## config.mk

```make
export PLATFORM = sky130hd
export DESIGN_NAME = fpa_top
export DESIGN_NICKNAME = d
export VERILOG_FILES = /design/src/hdl/fpa_pkg.sv /design/src/hdl/fpa_t.sv /design/src/hdl/fpa_m.sv /design/src/hdl/fpa_alu.sv /design/src/hdl/fpa.sv /design/src/hdl/fpa_seq.sv /design/src/hdl/fpa_top.sv
export SDC_FILE = /design/constraint.sdc
export NUM_CORES = 1
export LEC_CHECK = 0
export BUFFER_PORTS_ARGS = -buffer_cell sky130_fd_sc_hd__buf_4
export CORE_MARGIN = 3
export CORE_UTILIZATION = 40
export DETAILED_ROUTE_END_ITERATION = 12
export PLACE_DENSITY = 0.58
export SETUP_SLACK_MARGIN = 0.02
export SYNTH_ARGS = -nofsm -noshare
export SYNTH_HDL_FRONTEND = slang
export SYNTH_SLANG_ARGS = --single-unit
export TNS_END_PERCENT = 30
```

## constraint.sdc

```tcl
create_clock -name clk_sys -period 9.93 [get_ports clk_sys]
set_clock_uncertainty 0.2 [all_clocks]
set_input_delay 1.4895 -clock clk_sys [delete_from_list [all_inputs] [get_ports clk_sys]]
set_output_delay 1.4895 -clock clk_sys [all_outputs]
set_load 0.03 [all_outputs]
```

## src/hdl/fpa_pkg.sv

```systemverilog
// fpu mantissa datapath definitions
package fpa_pkg;

	// mantissa is one 40-bit word
	localparam int mant_w = 40;
	// host word and zp bus width
	localparam int word_w = 16;

	// host opcodes
	typedef enum logic [3:0] {
		op_ld_t0  = 4'd0, // T[0:15] from word
		op_ld_t1  = 4'd1, // T[16:31] from word
		op_ld_t2  = 4'd2, // T[32:39] from top byte of word
		op_t_to_c = 4'd3,
		op_t_to_m = 4'd4,
		op_add    = 4'd5,
		op_sub    = 4'd6,
		op_shr    = 4'd7, // T:M pair right
		op_shl    = 4'd8, // T:M pair left
		op_clr    = 4'd9
	} op_e;

	// what the K bus carries into T
	typedef enum logic [1:0] {k_sum, k_m, k_w, k_zero} k_src_e;

	// zp read-out select
	typedef enum logic [1:0] {zp_t_hi, zp_t_mid, zp_t_lo, zp_flags} zp_sel_e;

	// sequencer states, one cycle each
	typedef enum logic [1:0] {
		st_idle,
		st_exec,
		st_resp
	} seq_state_e;

endpackage

```

## src/hdl/fpa_t.sv

```systemverilog
// T accumulator register
`timescale 1ns/100ps
module fpa_t (
	input  logic                            clk_sys,
	input  logic                            rst_n,
	input  logic                            clr_t,
	input  logic [0:2]                      ld_t_seg,
	input  logic                            ld_t_all,
	input  logic                            shr,
	input  logic                            shl,
	// K bus, bit -1 is the extended sign
	input  logic [-1:fpa_pkg::mant_w-1]     k,
	input  logic                            m_0,
	output logic [-1:fpa_pkg::mant_w-1]     t
);
	import fpa_pkg::*;

	always_ff @(posedge clk_sys) begin
		if (!rst_n) begin
			t <= '0;
		end else if (clr_t) begin
			t <= '0;
		end else if (ld_t_all) begin
			// full width incl. extension bit from the sum
			t <= k;
		end else if (shr) begin
			// arithmetic, extension bit feeds T[0]
			t <= {t[-1], t[-1:mant_w-2]};
		end else if (shl) begin
			// M[0] enters at the bottom
			t <= {t[0:mant_w-1], m_0};
		end else begin
			// segment loads, seg 0 also sets the extension bit
			if (ld_t_seg[0]) begin
				t[-1:word_w-1] <= k[-1:word_w-1];
			end
			if (ld_t_seg[1]) begin
				t[word_w:2*word_w-1] <= k[word_w:2*word_w-1];
			end
			if (ld_t_seg[2]) begin
				t[2*word_w:mant_w-1] <= k[2*word_w:mant_w-1];
			end
		end
	end

	// only one T action per cycle
	a_one_action: assert property (@(posedge clk_sys) disable iff (!rst_n)
		$onehot0({clr_t, |ld_t_seg, ld_t_all, shr, shl}));

endmodule

```

## src/hdl/fpa_m.sv

```systemverilog
// M extension register
`timescale 1ns/100ps
module fpa_m (
	input  logic                        clk_sys,
	input  logic                        rst_n,
	input  logic                        ld_m,
	input  logic                        shr,
	input  logic                        shl,
	input  logic [0:fpa_pkg::mant_w-1]  t,
	output logic [0:fpa_pkg::mant_w-1]  m
);
	import fpa_pkg::*;

	// M is the low half of the 80-bit T:M pair
	always_ff @(posedge clk_sys) begin
		if (!rst_n) begin
			m <= '0;
		end else if (ld_m) begin
			// straight copy of T
			m <= t;
		end else if (shr) begin
			// T[39] drops into M[0]
			m <= {t[mant_w-1], m[0:mant_w-2]};
		end else if (shl) begin
			// M[0] leaves into T[39], zero fills the bottom
			m <= {m[1:mant_w-1], 1'b0};
		end
	end

	// shifts and copy never overlap
	a_m_action: assert property (@(posedge clk_sys) disable iff (!rst_n)
		$onehot0({ld_m, shr, shl}));

endmodule

```

## src/hdl/fpa_alu.sv

```systemverilog
// mantissa adder and subtractor
`timescale 1ns/100ps
module fpa_alu (
	input  logic [-1:fpa_pkg::mant_w-1] t,
	input  logic [0:fpa_pkg::mant_w-1]  c,
	input  logic                        sub,
	output logic [-1:fpa_pkg::mant_w-1] sum,
	output logic                        carry,
	output logic [0:1]                  seg_carry
);
	import fpa_pkg::*;

	// second operand, sign extended, inverted for subtract
	logic [-1:mant_w-1] b;
	// carries out of bit 32, bit 16 and bit 0
	logic p32;
	logic p16;
	logic p0;

	assign b = {c[0], c} ^ {(mant_w + 1){sub}};

	// low segment, carry-in 1 completes the two's complement
	assign {p32, sum[2*word_w:mant_w-1]} =
		{1'b0, t[2*word_w:mant_w-1]} + {1'b0, b[2*word_w:mant_w-1]}
		+ {{(mant_w - 2*word_w){1'b0}}, sub};

	// middle segment
	assign {p16, sum[word_w:2*word_w-1]} =
		{1'b0, t[word_w:2*word_w-1]} + {1'b0, b[word_w:2*word_w-1]}
		+ {{word_w{1'b0}}, p32};

	// high segment
	assign {p0, sum[0:word_w-1]} =
		{1'b0, t[0:word_w-1]} + {1'b0, b[0:word_w-1]}
		+ {{word_w{1'b0}}, p16};

	// extension bit gives the true sign on overflow
	assign sum[-1] = t[-1] ^ b[-1] ^ p0;

	assign carry = p0;
	assign seg_carry = {p16, p32};

endmodule

```

## src/hdl/fpa.sv

```systemverilog
// mantissa arithmetic datapath
`timescale 1ns/100ps
module fpa (
	input  logic                       clk_sys,
	input  logic                       rst_n,
	input  logic [0:fpa_pkg::word_w-1] w,
	input  fpa_pkg::k_src_e            k_src,
	input  logic [0:2]                 ld_t_seg,
	input  logic                       ld_t_all,
	input  logic                       clr_t,
	input  logic                       shr,
	input  logic                       shl,
	input  logic                       ld_m,
	input  logic                       ld_c,
	input  logic                       sub,
	input  logic                       upd_flags,
	input  fpa_pkg::zp_sel_e           zp_sel,
	output logic [0:fpa_pkg::word_w-1] zp
);
	import fpa_pkg::*;

	logic [-1:mant_w-1] k;
	logic [-1:mant_w-1] t;
	logic [0:mant_w-1]  m;
	logic [0:mant_w-1]  c;
	logic [-1:mant_w-1] sum;
	logic               carry;
	// T as it will be after this edge for the flags
	logic [-1:mant_w-1] t_nx;
	logic               z_f;
	logic               m_f;
	logic               v_f;
	logic               c_f;

	// bit -1 of K carries the sign into T's extension bit
	always_comb begin
		case (k_src)
			k_sum:   k = sum;
			k_m:     k = {m[0], m};
			k_w:     k = {w[0], w, w, w[0:mant_w-2*word_w-1]};
			default: k = '0;
		endcase
	end

	fpa_t u_fpa_t (
		.clk_sys(clk_sys), .rst_n(rst_n), .clr_t(clr_t), .ld_t_seg(ld_t_seg),
		.ld_t_all(ld_t_all), .shr(shr), .shl(shl), .k(k), .m_0(m[0]), .t(t)
	);

	fpa_m u_fpa_m (
		.clk_sys(clk_sys), .rst_n(rst_n), .ld_m(ld_m), .shr(shr), .shl(shl),
		.t(t[0:mant_w-1]), .m(m)
	);

	fpa_alu u_fpa_alu (
		.t(t), .c(c), .sub(sub), .sum(sum), .carry(carry), .seg_carry()
	);

	// C operand register
	always_ff @(posedge clk_sys) begin
		if (!rst_n) begin
			c <= '0;
		end else if (ld_c) begin
			c <= t[0:mant_w-1];
		end
	end

	// flags follow the value T takes at the same edge
	always_comb begin
		if (shr) begin
			t_nx = {t[-1], t[-1:mant_w-2]};
		end else if (shl) begin
			t_nx = {t[0:mant_w-1], m[0]};
		end else begin
			t_nx = sum;
		end
	end

	always_ff @(posedge clk_sys) begin
		if (!rst_n) begin
			{z_f, m_f, v_f, c_f} <= 4'b0000;
		end else if (upd_flags) begin
			// zero from the three segment ORs
			z_f <= !(|t_nx[0:word_w-1] || |t_nx[word_w:2*word_w-1]
				|| |t_nx[2*word_w:mant_w-1]);
			m_f <= t_nx[0];
			// sign and extension disagree on overflow
			v_f <= t_nx[0] != t_nx[-1];
			c_f <= carry && !(shr || shl);
		end
	end

	// ZP read-out
	always_comb begin
		case (zp_sel)
			zp_t_hi:  zp = t[0:word_w-1];
			zp_t_mid: zp = t[word_w:2*word_w-1];
			zp_t_lo:  zp = {t[2*word_w:mant_w-1], {(3*word_w-mant_w){1'b0}}};
			default:  zp = {z_f, m_f, v_f, c_f, {(word_w-4){1'b0}}};
		endcase
	end

endmodule

```

## src/hdl/fpa_seq.sv

```systemverilog
// mantissa command sequencer
`timescale 1ns/100ps
module fpa_seq (
	input  logic              clk_sys,
	input  logic              rst_n,
	input  logic              cmd_valid,
	output logic              cmd_ready,
	input  fpa_pkg::op_e      cmd_op,
	input  fpa_pkg::zp_sel_e  cmd_sel,
	output logic              rsp_valid,
	output fpa_pkg::k_src_e   k_src,
	output logic [0:2]        ld_t_seg,
	output logic              ld_t_all,
	output logic              clr_t,
	output logic              shr,
	output logic              shl,
	output logic              ld_m,
	output logic              ld_c,
	output logic              sub,
	output logic              upd_flags,
	output fpa_pkg::zp_sel_e  zp_sel
);
	import fpa_pkg::*;

	seq_state_e state;
	// opcode held for the exec cycle
	op_e        op_q;
	logic       cmd_acc;

	assign cmd_ready = state == st_idle;
	assign rsp_valid = state == st_resp;
	assign cmd_acc = cmd_valid && cmd_ready;

	// idle to exec to resp with one cycle in each
	always_ff @(posedge clk_sys) begin
		if (!rst_n) begin
			state <= st_idle;
			op_q <= op_clr;
			zp_sel <= zp_t_hi;
		end else begin
			case (state)
				st_idle: begin
					if (cmd_acc) begin
						state <= st_exec;
						op_q <= cmd_op;
						// select held until the response
						zp_sel <= cmd_sel;
					end
				end
				st_exec: state <= st_resp;
				default: state <= st_idle;
			endcase
		end
	end

	// strobes only in exec with one action per command
	always_comb begin
		k_src = k_zero;
		ld_t_seg = 3'b000;
		ld_t_all = 1'b0;
		clr_t = 1'b0;
		shr = 1'b0;
		shl = 1'b0;
		ld_m = 1'b0;
		ld_c = 1'b0;
		sub = 1'b0;
		upd_flags = 1'b0;
		if (state == st_exec) begin
			case (op_q)
				op_ld_t0: begin
					k_src = k_w;
					ld_t_seg = 3'b100;
				end
				op_ld_t1: begin
					k_src = k_w;
					ld_t_seg = 3'b010;
				end
				op_ld_t2: begin
					k_src = k_w;
					ld_t_seg = 3'b001;
				end
				op_t_to_c: ld_c = 1'b1;
				op_t_to_m: ld_m = 1'b1;
				op_add, op_sub: begin
					k_src = k_sum;
					ld_t_all = 1'b1;
					sub = op_q == op_sub;
					upd_flags = 1'b1;
				end
				op_shr: begin
					shr = 1'b1;
					upd_flags = 1'b1;
				end
				op_shl: begin
					shl = 1'b1;
					upd_flags = 1'b1;
				end
				op_clr: clr_t = 1'b1;
				// unused codes do nothing but still answer
				default: ;
			endcase
		end
	end

	// accepted command keeps ready and response low through exec, then answers
	a_ready_rsp: assert property (@(posedge clk_sys) disable iff (!rst_n)
		cmd_acc |=> (!cmd_ready && !rsp_valid) ##1 rsp_valid);

	// response is a single-cycle pulse
	a_rsp_pulse: assert property (@(posedge clk_sys) disable iff (!rst_n)
		rsp_valid |=> !rsp_valid);

endmodule

```

## src/hdl/fpa_top.sv

```systemverilog
// fpu mantissa unit top level
`timescale 1ns/100ps
module fpa_top (
	input  logic                       clk_sys,
	input  logic                       rst_n,
	// host command port
	input  logic                       cmd_valid,
	output logic                       cmd_ready,
	input  fpa_pkg::op_e               cmd_op,
	input  fpa_pkg::zp_sel_e           cmd_sel,
	input  logic [0:fpa_pkg::word_w-1] cmd_word,
	// response, one pulse per command
	output logic                       rsp_valid,
	output logic [0:fpa_pkg::word_w-1] rsp_data
);
	import fpa_pkg::*;

	// sequencer to datapath strobes
	k_src_e     k_src;
	logic [0:2] ld_t_seg;
	logic       ld_t_all;
	logic       clr_t;
	logic       shr;
	logic       shl;
	logic       ld_m;
	logic       ld_c;
	logic       sub;
	logic       upd_flags;
	zp_sel_e    zp_sel;

	fpa_seq u_fpa_seq (
		.clk_sys(clk_sys), .rst_n(rst_n), .cmd_valid(cmd_valid), .cmd_ready(cmd_ready),
		.cmd_op(cmd_op), .cmd_sel(cmd_sel), .rsp_valid(rsp_valid), .k_src(k_src),
		.ld_t_seg(ld_t_seg), .ld_t_all(ld_t_all), .clr_t(clr_t), .shr(shr), .shl(shl),
		.ld_m(ld_m), .ld_c(ld_c), .sub(sub), .upd_flags(upd_flags), .zp_sel(zp_sel)
	);

	// word goes straight to K, response is the live ZP bus
	fpa u_fpa (
		.clk_sys(clk_sys), .rst_n(rst_n), .w(cmd_word), .k_src(k_src),
		.ld_t_seg(ld_t_seg), .ld_t_all(ld_t_all), .clr_t(clr_t), .shr(shr), .shl(shl),
		.ld_m(ld_m), .ld_c(ld_c), .sub(sub), .upd_flags(upd_flags), .zp_sel(zp_sel),
		.zp(rsp_data)
	);

endmodule

```

# Word level (Yosys, flattened, before mapping)
# Index checks and enable logic that the tools add are counted.
classes:
  addsub: 6
  bitwise: 4
  n_reduce_logical: 25
  eq_ne: 18
  mux: 35
op_table:
  columns: ["cell", "n"]
  rows:
  - ["41-bit two-way mux", 5]
  - ["41-bit case mux with 3 select lines", 1]
  - ["40-bit two-way mux", 3]
  - ["16-bit case mux with 3 select lines", 1]
  - ["41-bit XOR", 1]
  - ["16-bit by 16-bit adder with 17-bit output", 2]
  - ["17-bit by 1-bit adder with 17-bit output", 2]
  - ["16-bit OR reduction", 2]
  - ["17-bit two-way mux", 1]
  - ["4-bit by 3-bit equality test with 1-bit output, second input constant", 4]
  - ["1-bit two-way mux", 16]
  - ["16-bit two-way mux", 1]
  - ["4-bit nonzero test", 3]
  - ["8-bit by 8-bit adder with 9-bit output", 1]
  - ["9-bit by 1-bit adder with 9-bit output", 1]
  - ["3-bit case mux with 3 select lines", 1]
  - ["4-bit by 2-bit equality test with 1-bit output, second input constant", 2]
  - ["4-bit equality test, second input constant", 2]
  - ["8-bit two-way mux", 1]
  - ["2-bit case mux with 2 select lines", 2]
  - ["8-bit OR reduction", 1]
  - ["2-bit by 1-bit equality test with 1-bit output, second input constant", 3]
  - ["2-bit equality test, second input constant", 3]
  - ["2-bit logical NOT", 3]
  - ["16 further kinds", 26]
word_totals:
  wordCells: 101
  regBits: 133
  out_inout_bits: 18

# Depth between registers and ports, before layout
depth:
  depth_word: 16
  ltp_mapped: 33
  depth_no_buf: 30

# Hierarchy
# A second synthesis with hierarchy kept.
unflattened:
  hier_cells: 1285
  hier_area_um2: 10495.1
by_module_without_submodules:
  columns: ["mod", "cells_each", "area_each_um2", "instances", "seq_area_each_um2"]
  rows:
  - ["fpa", 363, 3052.9, 1, 880.8]
  - ["fpa_t", 329, 2452.4, 1, 820.8]
  - ["fpa_alu", 305, 2339.7, 1, 0.0]
  - ["fpa_m", 225, 2162.1, 1, 800.8]
  - ["fpa_seq", 63, 488.0, 1, 160.2]

# Worst setup path after synthesis
# OpenSTA, ideal clock, no wires.
synth_timing:
  path_kind: "reg-to-reg"
  from: "reg u_fpa_seq.op_q[2]"
  to: "reg u_fpa.z_f"
  t_arrival_ns: 7.968
  path_stages_with_launch: 34
  setup_ns: 0.070
  synth_period_minus_slack_ns: 8.238
  n_path_buf: 3
  required_ns: 9.660
  setup_slack_ns: 1.692
  cell_sequence: "dfxtp_1 -> buf_2 -> and4bb_2 -> nand2_1 -> buf_2 -> buf_1 -> o21ai_0 -> fa_1 -> a21oi_1 -> o211ai_1 -> a21oi_1 -> nor2b_1 -> o21ai_0 -> nand2b_1 -> fa_1 -> fa_1 -> a211oi_1 -> o21ai_0 -> o211ai_1 -> a21boi_0 -> o21ai_0 -> a21oi_1 -> o21ai_0 -> nand2b_1 -> fa_1 -> fa_1 -> a21o_1 -> a311o_1 -> a2111oi_4 -> o21bai_2 -> a2111oi_2 -> o2111ai_1 -> a221oi_2 -> o2bb2ai_1"
synth_via:
  elab_chain_len: 15
  word_cells_on_any_way: 29
  cone_classes: "6 x add/sub; 4 x eq/ne; 10 x mux; 1 x bitwise; 8 x reduce/logical"
synth_lines:
  columns: ["item", "line", "rtl"]
  rows:
  - ["start, declared", "fpa_seq.sv:27", "op_e op_q;"]
  - ["start signal, assigned", "fpa_seq.sv:38", "op_q <= op_clr;"]
  - ["start signal, assigned", "fpa_seq.sv:45", "op_q <= cmd_op;"]
  - ["4-bit by 3-bit equality test with 1-bit output (on tied branches)", "fpa_seq.sv:69, fpa_seq.sv:87", null]
  - ["2-bit OR reduction", null, null]
  - ["1-bit two-way mux", "fpa_seq.sv:69", "case (op_q)"]
  - ["1-bit two-way mux", "fpa_seq.sv:68", "if (state == st_exec) begin"]
  - ["41-bit XOR", "fpa_alu.sv:20", "assign b = {c[0], c} ^ {(mant_w + 1){sub}};"]
  - ["8-bit by 8-bit adder with 9-bit output", "fpa_alu.sv:24", "{1'b0, t[2*word_w:mant_w-1]} + {1'b0, b[2*word_w:mant_w-1]}"]
  - ["9-bit by 1-bit adder with 9-bit output", "fpa_alu.sv:25", "+ {{(mant_w - 2*word_w){1'b0}}, sub};"]
  - ["17-bit by 1-bit adder with 17-bit output", "fpa_alu.sv:30", "+ {{word_w{1'b0}}, p32};"]
  - ["17-bit by 1-bit adder with 17-bit output", "fpa_alu.sv:35", "+ {{word_w{1'b0}}, p16};"]
  - ["41-bit two-way mux", "fpa.sv:72", "end else if (shl) begin"]
  - ["41-bit two-way mux", "fpa.sv:70", "if (shr) begin"]
  - ["16-bit OR reduction", "fpa.sv:84", "z_f <= !(|t_nx[0:word_w-1] || |t_nx[word_w:2*word_w-1]"]
  - ["1-bit logical OR", "fpa.sv:84", null]
  - ["1-bit logical OR", "fpa.sv:85", "|| |t_nx[2*word_w:mant_w-1]);"]
  - ["1-bit logical NOT", "fpa.sv:84", null]
  - ["end signal, assigned", "fpa.sv:84", null]
  - ["end, declared", "fpa.sv:30", "logic z_f;"]
# Parallel ways exist; a longest one is shown, timed or not.
# A chain may end at the register's enable or synchronous reset.

# Final worst setup path
layout_timing:
  from: "reg u_fpa_seq.op_q[3]"
  to: "reg u_fpa.z_f"
# The elaborated chain is that of the path after synthesis.

==> metrics.cfg <==
[logic_synthesis]
post_synth_num_cell_types = 85
async_flop_share = 0
synth_common_cells = nand2_1 (231), a21oi_1 (138), dfxtp_1 (133)
synth.area.top_cells = dfxtp_1 (28%), nand2_1 (9.3%), a21oi_1 (7.4%), a221oi_1 (5.4%), ha_1 (4.9%)
synth_most_common_cell = nand2_1
yosysSeqAreaShare = 0.2843
syn_area_mm2 = 0.009366
synth_nets = 1305
synth-edff-count = 0
yosysWarnings = 0
yosysTopAreaCell = dfxtp_1
avgSynthCellArea_um2 = 7.566
synth_cells = 1238
synthFlopType = dfxtp_1
netlist.area_leader.share = 0.2843
ys_ff_latch = 133

[detailed_routing]
drtAntennaViolNets = 0
drtPass1Iterations = 7
routed-via-count = 9758
via_per_inst = 6.227
drt-initial-drc-count = 1151
drc = 0
routedWlPerCell_um = 21.52
routed_wl_um = 33730

[global_routing]
grt_max_degree = 90
grt_use_total = 0.2619
grt_pass1_wl_um = 53020
overflow = 0
grt_pass1_vias = 9127
antenna_found_initial = 0

[sta]
max_freq_mhz = 111.8
slew_headroom = 0.2374
tightest_slew_ns = 1.144
rsz0062_at_grt = false
final_max_slew_viol_count = 0
hold_viol = 0
min_period_over_period = 0.9005
period_needed_ns = 8.942
final.setup.tns_ns = 0
setup_viol = 0

[placement]
placed_area_mm2 = 0.009941
place_inst = 1535
routabilityCongestion = 0.9381
hpwl_um = 23310
io_buffer_count = 42

[cts]
clk_pin_slew_ns = 0.07
cts_tree = built
clk-insertion-delay-late_ns = 0.44
cts_hold_buffers = 0
cts_setup_buffers = 0
cts_htree_levels = 4
numCtsBuffers = 17
cts_max_path_buffers = 2
cts.repair.resized = 0
root_buffer = clkbuf_16
clkSinkCount = 133

[power]
leakagePower_nw = 3.762
power_density_mw_per_mm2 = 127.2
ir_drop_uv = 86.57
power_mw = 1.341

[min_path]
hp-class = flip-flop to flip-flop

[worst_setup_path]
cpMaxStageDelayCell = dfxtp_1
arrival_ns = 9.11
startpoint_type = flip-flop
cp_max_fo = 25
slowest_delay_ns = 0.63
worstPathRequired_ns = 10.10
crit_type = flip-flop to flip-flop
critical_path.endpoint_type = flip-flop

[layout]
finalInstanceArea_mm2 = 0.01055
fillers = 2353
final_cells = 1567
fin_nets = 1308
syn2layout_area_growth_pct = 12.60
drive_gt1_frac = 0.1148
postLayoutCoreUtil = 0.4616
antenna_cells = 0

[die]
num_rows = 55
coreArea_mm2 = 0.02285
floorplan.initialDensity = 0.4100
io_pins = 43
die_area_mm2 = 0.02529
die_w_um = 159.0
die_h_um = 159.0

[flow_run]
cap_violations = 0

[status]
status = complete, no violations

==> sequential cells by signal, indices dropped and copies added, names as in the netlist <==
register	cells
u_fpa.c	40
u_fpa.v_f	1
u_fpa.u_fpa_t.t	40
u_fpa_seq.state	2
u_fpa_seq.zp_sel	2
u_fpa.z_f	1
u_fpa_seq.op_q	4
u_fpa.u_fpa_m.m	40
u_fpa.m_f	1
u_fpa.c_f	1
u_fpa.u_fpa_t.t[-1]	1
==> cells by family after synthesis <==
group                      after synthesis  synth area share
DFF                                    133            0.2843
buffers and inverters                  104           0.04996
AOI/OAI and AO/OA                      391            0.2860
and+or+nand+nor                        481            0.2299
adders and majority gates               42           0.06011
xor gates and xnor gates                64           0.05985
muxes                                   23           0.02992
==> area by class of cell <==
class | instances | area, um2 | area share
clock inverter | 14 | 166.4 | 0.01578
multi-input combinational | 1001 | 6275 | 0.5950
sequential | 133 | 2663 | 0.2525
clock buffer | 18 | 439.2 | 0.04164
tap | 313 | 391.6 | 0.03713
timing repair buffer | 75 | 563.0 | 0.05339
inverter | 13 | 48.80 | 0.004627
==> cells in the final DEF (no fill, tap or decap), types with 4 or more instances in the layout <==
cell type  instances
nand2b_1          12
mux2i_1           19
mux4_2             4
nand2_1          229
o21bai_1           5
a21o_1             6
inv_1             12
a21boi_0           5
o31a_1             6
fa_1               5
nor2b_1           15
nor3_1            26
xor2_1            12
or3_1              7
a31oi_1           12
o21ai_0           58
a311oi_1           7
inv_6              5
nand3_1           22
clkbuf_16         17
a22oi_1            6
a221oi_1          58
or2_2              5
nor3b_1            4
o22ai_1            8
buf_4             75
a221o_1            6
and3_1             5
a222oi_1          12
nor4_1             7
a211oi_1           7
and2_1             8
o211ai_1          12
dfxtp_1          133
nor2_1           108
a21oi_1          137
nand4_1            6
ha_1              37
clkinv_4           5
xnor2_1           52
==> worst paths after layout <==
| check | from | endpoint | slack [ns] | depth (start not counted) |
|---|---|---|---|---|
| max | u_fpa_seq.op_q[3] | u_fpa.z_f | 0.99 | 31 |
| max reg2reg | u_fpa_seq.op_q[3] | u_fpa.z_f | 0.99 | 31 |
| min reg2reg | u_fpa.c[20] | u_fpa.c[20] | 0.26 | 2 |
| min | u_fpa.c[20] | u_fpa.c[20] | 0.26 | 2 |
==> through the flow <==
step,setup slack (ns),hold WS [ns]
after floorplan,1.692,0.2262
after detailed placement,1.118,0.2605
after global placement,1.318,0.2543
after CTS,1.055,0.2696
after global routing,0.3690,0.2814
final,0.9881,0.2649
==> layer usage <==
metal / track usage / vias up / part of all wire
met2: 0.3944 / 425 / 0.44
met4: 0.1186 / 0 / 0.045
met3: 0.04553 / 107 / 0.079
met1: 0.3661 / 4676 / 0.44
met5: 0 / - / 0
li1: - / 4550 / -
==> where the power goes <==
group          internal, mW  leakage [nW]  switching, mW
logic                0.0429          2.39         0.0777
clock network         0.384         0.294          0.279
registers             0.540          1.07         0.0177
total                 0.967          3.76          0.375
==> critical path: cells and delay by family (launching register included) <==
kind / cells / cell delay, ns
DFF: 1 / 0.63
AOI/OAI and AO/OA: 19 / 4.54
xor gates and xnor gates: 1 / 0.17
and+or+nand+nor: 5 / 0.79
adders and majority gates: 5 / 2.12
buffers and inverters: 1 / 0.39
(Power assumes the default switching activity.)
